`config.mk`:
```
export PLATFORM = sky130hd
export DESIGN_NAME = sa_accel_top
export DESIGN_NICKNAME = d
export VERILOG_FILES = /design/src/common/sa_pkg.sv /design/src/dma/dma_csr.sv /design/src/dma/dma_rd_channel.sv /design/src/dma/dma_wr_channel.sv /design/src/hdl/sa_accel_top.sv /design/src/sa/sa_core.sv
export SDC_FILE = /design/constraint.sdc
export NUM_CORES = 2
export LEC_CHECK = 0
export ABC_AREA = 1
export BUFFER_PORTS_ARGS = -buffer_cell sky130_fd_sc_hd__buf_2
export CORE_MARGIN = 1.5
export CORE_UTILIZATION = 55
export DETAILED_ROUTE_END_ITERATION = 16
export HOLD_SLACK_MARGIN = 0.15
export PLACE_DENSITY = 0.83
export SYNTH_ARGS = -nofsm -noshare
export SYNTH_HDL_FRONTEND = slang
export SYNTH_HIERARCHICAL = 1
export SYNTH_SLANG_ARGS = --single-unit
export TNS_END_PERCENT = 1
```
`constraint.sdc`:
```
create_clock -name clk -period 6.8 [get_ports clk]
set_clock_uncertainty 0.2 [all_clocks]
set_input_delay 1.36 -clock clk [delete_from_list [all_inputs] [get_ports clk]]
set_output_delay 1.36 -clock clk [all_outputs]
set_load 0.02 [all_outputs]
```
`src/common/sa_pkg.sv`:
```
package sa_pkg;

  // Array shape, overridden from the top level
  localparam int R = 2;
  localparam int C = 2;

  // Element and lane widths
  localparam int WK = 8;
  localparam int WX = 8;
  localparam int WY = 32;

  // Memory and register port widths
  localparam int MEM_W  = 64;
  localparam int ADDR_W = 16;
  localparam int LEN_W  = 16;
  localparam int DATA_W = 32;

  typedef logic [MEM_W-1:0]  mem_word_t;
  typedef logic [ADDR_W-1:0] addr_t;

  // One stream beat, payload in the low bits of the word
  typedef struct packed {
    mem_word_t data;
    logic      last;
    logic      valid;
  } beat_t;

  // Transfer handed to a channel on go
  typedef struct packed {
    addr_t            base;
    logic [LEN_W-1:0] count;
  } job_t;

  // Register word offsets
  typedef enum logic [ADDR_W-1:0] {
    REG_CTRL   = 16'd0,
    REG_STATUS = 16'd1,
    REG_K_ADDR = 16'd2,
    REG_X_ADDR = 16'd3,
    REG_A_ADDR = 16'd4,
    REG_Y_ADDR = 16'd5,
    REG_LEN    = 16'd6
  } reg_addr_e;

  typedef enum logic [1:0] {
    IDLE,
    ACCUM,
    DRAIN
  } sa_state_e;

endpackage

```
`src/dma/dma_csr.sv`:
```
`timescale 1ns/1ps

module dma_csr #(
  parameter int C = sa_pkg::C
) (
  input  logic                       clk,
  input  logic                       rst_n,

  input  logic                       reg_wr_en,
  input  sa_pkg::addr_t              reg_wr_addr,
  input  logic [sa_pkg::DATA_W-1:0]  reg_wr_data,
  input  logic                       reg_rd_en,
  input  sa_pkg::addr_t              reg_rd_addr,
  output logic [sa_pkg::DATA_W-1:0]  reg_rd_data,

  input  logic                       wr_done,
  output logic                       go,
  output sa_pkg::job_t               k_job,
  output sa_pkg::job_t               x_job,
  output sa_pkg::job_t               a_job,
  output sa_pkg::job_t               y_job,
  output logic                       done
);
  import sa_pkg::*;

  addr_t            k_addr, x_addr, a_addr, y_addr;
  logic [LEN_W-1:0] len;
  logic             busy;
  logic             done_bit;
  logic             start;

  // Start is only honoured while idle
  assign start = reg_wr_en && (reg_wr_addr == REG_CTRL) && reg_wr_data[0] && !busy;

  // Job settings
  always_ff @(posedge clk) begin
    if (reg_wr_en) begin
      case (reg_wr_addr)
        REG_K_ADDR: k_addr <= reg_wr_data[ADDR_W-1:0];
        REG_X_ADDR: x_addr <= reg_wr_data[ADDR_W-1:0];
        REG_A_ADDR: a_addr <= reg_wr_data[ADDR_W-1:0];
        REG_Y_ADDR: y_addr <= reg_wr_data[ADDR_W-1:0];
        REG_LEN:    len    <= reg_wr_data[LEN_W-1:0];
        default: ;
      endcase
    end
  end

  // Job sequencing and status
  always_ff @(posedge clk) begin
    if (!rst_n) begin
      go       <= 1'b0;
      done     <= 1'b0;
      busy     <= 1'b0;
      done_bit <= 1'b0;
    end else begin
      go   <= start;
      done <= busy && wr_done;
      if (start) begin
        busy     <= 1'b1;
        done_bit <= 1'b0;
      end else if (busy && wr_done) begin
        busy     <= 1'b0;
        done_bit <= 1'b1;
      end
    end
  end

  // Operands use LEN beats, bias and result one word per column
  assign k_job = '{base: k_addr, count: len};
  assign x_job = '{base: x_addr, count: len};
  assign a_job = '{base: a_addr, count: LEN_W'(C)};
  assign y_job = '{base: y_addr, count: LEN_W'(C)};

  // Read data lands one cycle after the strobe and holds
  always_ff @(posedge clk) begin
    if (reg_rd_en) begin
      case (reg_rd_addr)
        REG_STATUS: reg_rd_data <= DATA_W'({done_bit, busy});
        REG_K_ADDR: reg_rd_data <= DATA_W'(k_addr);
        REG_X_ADDR: reg_rd_data <= DATA_W'(x_addr);
        REG_A_ADDR: reg_rd_data <= DATA_W'(a_addr);
        REG_Y_ADDR: reg_rd_data <= DATA_W'(y_addr);
        REG_LEN:    reg_rd_data <= DATA_W'(len);
        default:    reg_rd_data <= '0;
      endcase
    end
  end

endmodule

```
`src/dma/dma_rd_channel.sv`:
```
`timescale 1ns/1ps

module dma_rd_channel (
  input  logic              clk,
  input  logic              rst_n,
  input  logic              go,
  input  sa_pkg::job_t      job,

  output logic              rd_en,
  output sa_pkg::addr_t     rd_addr,
  input  sa_pkg::mem_word_t rd_data,
  input  logic              rd_ack,

  output sa_pkg::beat_t     beat,
  input  logic              ready
);
  import sa_pkg::*;

  logic [LEN_W-1:0] remain;
  logic             full;
  logic             fire;
  logic             take;
  mem_word_t        hold_data;
  logic             hold_last;

  assign fire = rd_en && rd_ack;
  assign take = full && ready;

  // Request and holding register control
  always_ff @(posedge clk) begin
    if (!rst_n) begin
      rd_en  <= 1'b0;
      full   <= 1'b0;
      remain <= '0;
    end else if (go) begin
      rd_en  <= 1'b0;
      full   <= 1'b0;
      remain <= job.count;
    end else begin
      if (fire) begin
        rd_en  <= 1'b0;
        full   <= 1'b1;
        remain <= remain - 1'b1;
      end else if (take) begin
        full <= 1'b0;
      end
      // New request only once the slot is free or draining now
      if (!rd_en && (remain != '0) && (!full || take))
        rd_en <= 1'b1;
    end
  end

  always_ff @(posedge clk) begin
    if (go) begin
      rd_addr <= job.base;
    end else if (fire) begin
      rd_addr   <= rd_addr + 1'b1;
      hold_data <= rd_data;
      hold_last <= (remain == LEN_W'(1));
    end
  end

  assign beat = '{data: hold_data, last: hold_last, valid: full};

endmodule

```
`src/dma/dma_wr_channel.sv`:
```
`timescale 1ns/1ps

module dma_wr_channel (
  input  logic              clk,
  input  logic              rst_n,
  input  logic              go,
  input  sa_pkg::job_t      job,

  input  sa_pkg::beat_t     beat,
  output logic              ready,

  output logic              wr_en,
  output sa_pkg::addr_t     wr_addr,
  output sa_pkg::mem_word_t wr_data,
  input  logic              wr_ack,
  output logic              wr_done
);
  import sa_pkg::*;

  logic [LEN_W-1:0] remain;
  logic             accept;
  logic             wr_last;

  // One write in flight, no new beat until it is acked
  assign ready  = (remain != '0) && !wr_en;
  assign accept = beat.valid && ready;

  always_ff @(posedge clk) begin
    if (!rst_n) begin
      wr_en  <= 1'b0;
      remain <= '0;
    end else if (go) begin
      wr_en  <= 1'b0;
      remain <= job.count;
    end else if (accept) begin
      wr_en  <= 1'b1;
      remain <= remain - 1'b1;
    end else if (wr_ack) begin
      wr_en <= 1'b0;
    end
  end

  always_ff @(posedge clk) begin
    if (go) begin
      wr_addr <= job.base;
    end else if (accept) begin
      wr_data <= beat.data;
      wr_last <= beat.last;
    end else if (wr_en && wr_ack) begin
      wr_addr <= wr_addr + 1'b1;
    end
  end

  assign wr_done = wr_en && wr_ack && wr_last;

endmodule

```
`src/hdl/sa_accel_top.sv`:
```
`timescale 1ns/1ps

module sa_accel_top #(
  parameter int R = sa_pkg::R,
  parameter int C = sa_pkg::C
) (
  input  logic                       clk,
  input  logic                       rst_n,

  input  logic                       reg_wr_en,
  input  sa_pkg::addr_t              reg_wr_addr,
  input  logic [sa_pkg::DATA_W-1:0]  reg_wr_data,
  input  logic                       reg_rd_en,
  input  sa_pkg::addr_t              reg_rd_addr,
  output logic [sa_pkg::DATA_W-1:0]  reg_rd_data,
  output logic                       done,

  output logic                       k_rd_en,
  output sa_pkg::addr_t              k_rd_addr,
  input  sa_pkg::mem_word_t          k_rd_data,
  input  logic                       k_rd_ack,

  output logic                       x_rd_en,
  output sa_pkg::addr_t              x_rd_addr,
  input  sa_pkg::mem_word_t          x_rd_data,
  input  logic                       x_rd_ack,

  output logic                       a_rd_en,
  output sa_pkg::addr_t              a_rd_addr,
  input  sa_pkg::mem_word_t          a_rd_data,
  input  logic                       a_rd_ack,

  output logic                       y_wr_en,
  output sa_pkg::addr_t              y_wr_addr,
  output sa_pkg::mem_word_t          y_wr_data,
  input  logic                       y_wr_ack
);
  import sa_pkg::*;

  logic  go;
  logic  wr_done;
  job_t  k_job, x_job, a_job, y_job;

  beat_t k_beat, x_beat, a_beat, y_beat;
  logic  k_ready, x_ready, a_ready, y_ready;

  dma_csr #(.C(C)) CSR (
    .clk, .rst_n,
    .reg_wr_en, .reg_wr_addr, .reg_wr_data,
    .reg_rd_en, .reg_rd_addr, .reg_rd_data,
    .wr_done,
    .go,
    .k_job, .x_job, .a_job, .y_job,
    .done
  );

  // One read channel per operand stream
  dma_rd_channel K_RD (
    .clk, .rst_n, .go, .job(k_job),
    .rd_en(k_rd_en), .rd_addr(k_rd_addr), .rd_data(k_rd_data), .rd_ack(k_rd_ack),
    .beat(k_beat), .ready(k_ready)
  );

  dma_rd_channel X_RD (
    .clk, .rst_n, .go, .job(x_job),
    .rd_en(x_rd_en), .rd_addr(x_rd_addr), .rd_data(x_rd_data), .rd_ack(x_rd_ack),
    .beat(x_beat), .ready(x_ready)
  );

  dma_rd_channel A_RD (
    .clk, .rst_n, .go, .job(a_job),
    .rd_en(a_rd_en), .rd_addr(a_rd_addr), .rd_data(a_rd_data), .rd_ack(a_rd_ack),
    .beat(a_beat), .ready(a_ready)
  );

  sa_core #(.R(R), .C(C)) CORE (
    .clk, .rst_n,
    .k_beat, .k_ready,
    .x_beat, .x_ready,
    .a_beat, .a_ready,
    .y_beat, .y_ready
  );

  dma_wr_channel Y_WR (
    .clk, .rst_n, .go, .job(y_job),
    .beat(y_beat), .ready(y_ready),
    .wr_en(y_wr_en), .wr_addr(y_wr_addr), .wr_data(y_wr_data), .wr_ack(y_wr_ack),
    .wr_done
  );

endmodule

```
`src/sa/sa_core.sv`:
```
`timescale 1ns/1ps

module sa_core #(
  parameter int R = sa_pkg::R,
  parameter int C = sa_pkg::C
) (
  input  logic          clk,
  input  logic          rst_n,

  input  sa_pkg::beat_t k_beat,
  output logic          k_ready,
  input  sa_pkg::beat_t x_beat,
  output logic          x_ready,
  input  sa_pkg::beat_t a_beat,
  output logic          a_ready,

  output sa_pkg::beat_t y_beat,
  input  logic          y_ready
);
  import sa_pkg::*;

  localparam int CW = (C > 1) ? $clog2(C) : 1;

  sa_state_e            state;
  logic [CW-1:0]        col;
  logic                 in_ok;
  logic                 join_fire;
  logic                 join_last;
  logic                 y_fire;
  logic                 y_last;
  mem_word_t            y_data;

  logic signed [WX-1:0]    x_el [R];
  logic signed [WK-1:0]    k_el [C];
  logic signed [WX+WK-1:0] prod [R][C];
  logic signed [WY-1:0]    grid [R][C];

  // k/x join, both streams move together
  assign in_ok     = (state != DRAIN);
  assign k_ready   = in_ok && x_beat.valid;
  assign x_ready   = in_ok && k_beat.valid;
  assign join_fire = in_ok && k_beat.valid && x_beat.valid;
  assign join_last = k_beat.last && x_beat.last;

  for (genvar r = 0; r < R; r++) begin : g_row
    assign x_el[r] = x_beat.data[r*WX +: WX];
    for (genvar c = 0; c < C; c++) begin : g_col
      assign prod[r][c] = x_el[r] * k_el[c];
    end
  end

  for (genvar c = 0; c < C; c++) begin : g_kel
    assign k_el[c] = k_beat.data[c*WK +: WK];
  end

  // Outer product accumulation, cleared after the last output word
  always_ff @(posedge clk) begin
    if (!rst_n || (y_fire && y_last)) begin
      for (int r = 0; r < R; r++) begin
        for (int c = 0; c < C; c++) begin
          grid[r][c] <= '0;
        end
      end
    end else if (join_fire) begin
      for (int r = 0; r < R; r++) begin
        for (int c = 0; c < C; c++) begin
          grid[r][c] <= grid[r][c] + prod[r][c];
        end
      end
    end
  end

  always_ff @(posedge clk) begin
    if (!rst_n) begin
      state <= IDLE;
      col   <= '0;
    end else begin
      case (state)
        IDLE, ACCUM: begin
          if (join_fire)
            state <= join_last ? DRAIN : ACCUM;
        end
        DRAIN: begin
          if (y_fire) begin
            col <= y_last ? '0 : col + 1'b1;
            if (y_last)
              state <= IDLE;
          end
        end
        default: state <= IDLE;
      endcase
    end
  end

  // Drain one column per word, bias word c pairs with output word c
  assign y_last  = (col == CW'(C - 1));
  assign a_ready = (state == DRAIN) && y_ready;
  assign y_fire  = (state == DRAIN) && a_beat.valid && y_ready;

  always_comb begin
    y_data = '0;
    for (int r = 0; r < R; r++) begin
      y_data[r*WY +: WY] = grid[r][col] + a_beat.data[r*WY +: WY];
    end
  end

  assign y_beat = '{data: y_data, last: y_last, valid: (state == DRAIN) && a_beat.valid};

endmodule

```
==> out/metrics.csv <==
metric,value,unit
finalCritPeriodShare,94.0,%
clk-insertion-delay-late,0.74,ns
vias,43500,
wire_per_inst,17.7,um
worst_pin_slew,1.05,ns
coreArea,93700,um^2
cp_max_fo,16,
numClockSinks,529,
synth_area_per_cell,8.12,um^2
io_pins,429,
postCtsSetupRepairBufs,0,
dr_wl_met2,66700,um
nets,7866,
finish.utilization,60.7,%
max_cap_viol_count,0,
numCtsBuffers,61,
grt_overflow,0,
cp_cell_sequence,nand2_1 > fa_1 > fa_1 > inv_1 > fa_1 > fa_1 > ha_1 > ha_1 > a21oi_1 > nand2_1 > o21bai_1 > inv_1 > o21ai_0 > nor2_1 > nor2_1,
setup_violations,0,
ctsHoldBuffers,0,
clkSlewWorstSetupHoldPaths,0.07,ns
die-area,96900,um^2
first_global_vias,43900,
period_needed,6.39,ns
grt_usage,29.6,%
layout-drive-gt1-share,8.56,%
clock-root-buffer,clkbuf_16,
drcViolationCount,0,
ctsResizeCount,0,
largest_reg_flops,128,
top_layer,met5,
final_common_cell,nand2_1,
cts_max_level,2,
yosys_warnings,6,
slew_headroom,29.9,%
largest_registers,"CORE/grid (128), A_RD/hold_data (64), Y_WR/wr_data (64)",
largest_register,CORE/grid,
post-dp-hpwl,112000,um
start_kind,flop,
min_path_type,flop to flop,
timing.rr.start,X_RD/hold_data[7]$_DFFE_PP_,
final_cells,8015,
initial_core_util,55.8,%
syn_area,52300,um^2
critPathArrivalTime,6.61,ns
grt_max_degree,129,
wl,142000,um
met1_length,56100,um
portBuffers,300,
path_class,flop to flop,
cts_buffer_depth,3,
routabilityCongestion,0.997,
rows,112,
hold_path_depth,2,
die_w,311,um
via_per_inst,5.43,
crit_path_end_kind,flop,
regToRegSetupSlack,0.41,ns
die_y,311,um
hold_path_end,Y_WR/remain[0]$_SDFFE_PN0P_,
crit_path_top_delay_cell,fa_1,
antenna_found_initial,15,
netlist_instances,6439,
max_freq,156,MHz
critPathMaxStageDelay,0.83,ns
final_max_slew_viol_count,0,
reg2reg_depth,15,
dr.first_iter.drc_count,3924,
cp_top_family,adder cells,
crit_buf_inv,2,
status,completed,
ant_nets,0,
dp_cells,7895,
drtPass1Iterations,6,
dr_wl_met3,13400,um
min_from,Y_WR/remain[0]$_SDFFE_PN0P_,
fill_cells,7970,
crit_top_cell,fa_1,
grt_pass1_wl,228000,um
critPathRequiredTime,7.02,ns
hold_viol,0,
timing.rr.end,CORE/grid[0][18]$_SDFFCE_PN0P_,
syn2layout_area_growth,8.91,%
cts_tree,built,
grt_setup_unrepaired,no,
layout_common_cells,"nand2_1 (1892), inv_1 (1153), nor2_1 (571)",
tns,0,ns
metal layers:
metal  GRT usage [%]  up-vias
met2            48.4     2007
met4            11.1       14
met1            38.9    20700
li1                -    20500
met5               0        -
met3            6.17      347
worst max path at each step:
stage,startpoint,endpoint,slack (ns),depth (start not counted)
floorplan,K_RD/hold_data[2]$_DFFE_PP_,CORE/grid[1][55]$_SDFFCE_PN0P_,1.31,21
global placement,X_RD/hold_data[7]$_DFFE_PP_,CORE/grid[0][31]$_SDFFCE_PN0P_,0.76,16
detailed placement,X_RD/hold_data[7]$_DFFE_PP_,CORE/grid[0][18]$_SDFFCE_PN0P_,0.60,15
CTS,X_RD/hold_data[7]$_DFFE_PP_,CORE/grid[0][18]$_SDFFCE_PN0P_,0.51,15
global route,X_RD/hold_data[7]$_DFFE_PP_,CORE/grid[0][27]$_SDFFCE_PN0P_,0.16,16
finish,X_RD/hold_data[7]$_DFFE_PP_,CORE/grid[0][18]$_SDFFCE_PN0P_,0.41,15
worst register-to-register path: stages, from the launching register on:
cell and delay [ns]:
edfxtp_1 0.78, nand2_1 0.30, fa_1 0.83, fa_1 0.62
inv_1 0.58, fa_1 0.56, fa_1 0.46, ha_1 0.30
ha_1 0.33, a21oi_1 0.34, nand2_1 0.13, o21bai_1 0.19
inv_1 0.07, o21ai_0 0.18, nor2_1 0.14, nor2_1 0.06
stage by stage:
| step | setup WS (ns) | hold slack [ns] | area (um^2) |
|---|---|---|---|
| after CTS | 0.507 | 0.307 | 56900 |
| after global placement | 0.763 | 0.285 | 54800 |
| after floorplan | 1.31 | 0.259 | 52500 |
| final | 0.409 | 0.308 | 56900 |
| after global routing | 0.164 | 0.335 | 56900 |
| after detailed placement | 0.602 | 0.297 | 54800 |
final cells by class:
cell class | instances | area (um^2) | area share, %
multi-input cells | 4585 | 31800 | 55.9
flip-flops and latches | 529 | 15100 | 26.5
inverters | 1173 | 4410 | 7.75
repair buffers | 354 | 1930 | 3.39
well taps | 1254 | 1570 | 2.76
clock buffers | 69 | 1560 | 2.73
clock inverters | 42 | 537 | 0.943
diodes | 9 | 22.5 | 0.0396
Power is left out: the tool's default activity adds up to more than one toggle a clock period on the data nets, which glitch-free logic cannot reach.
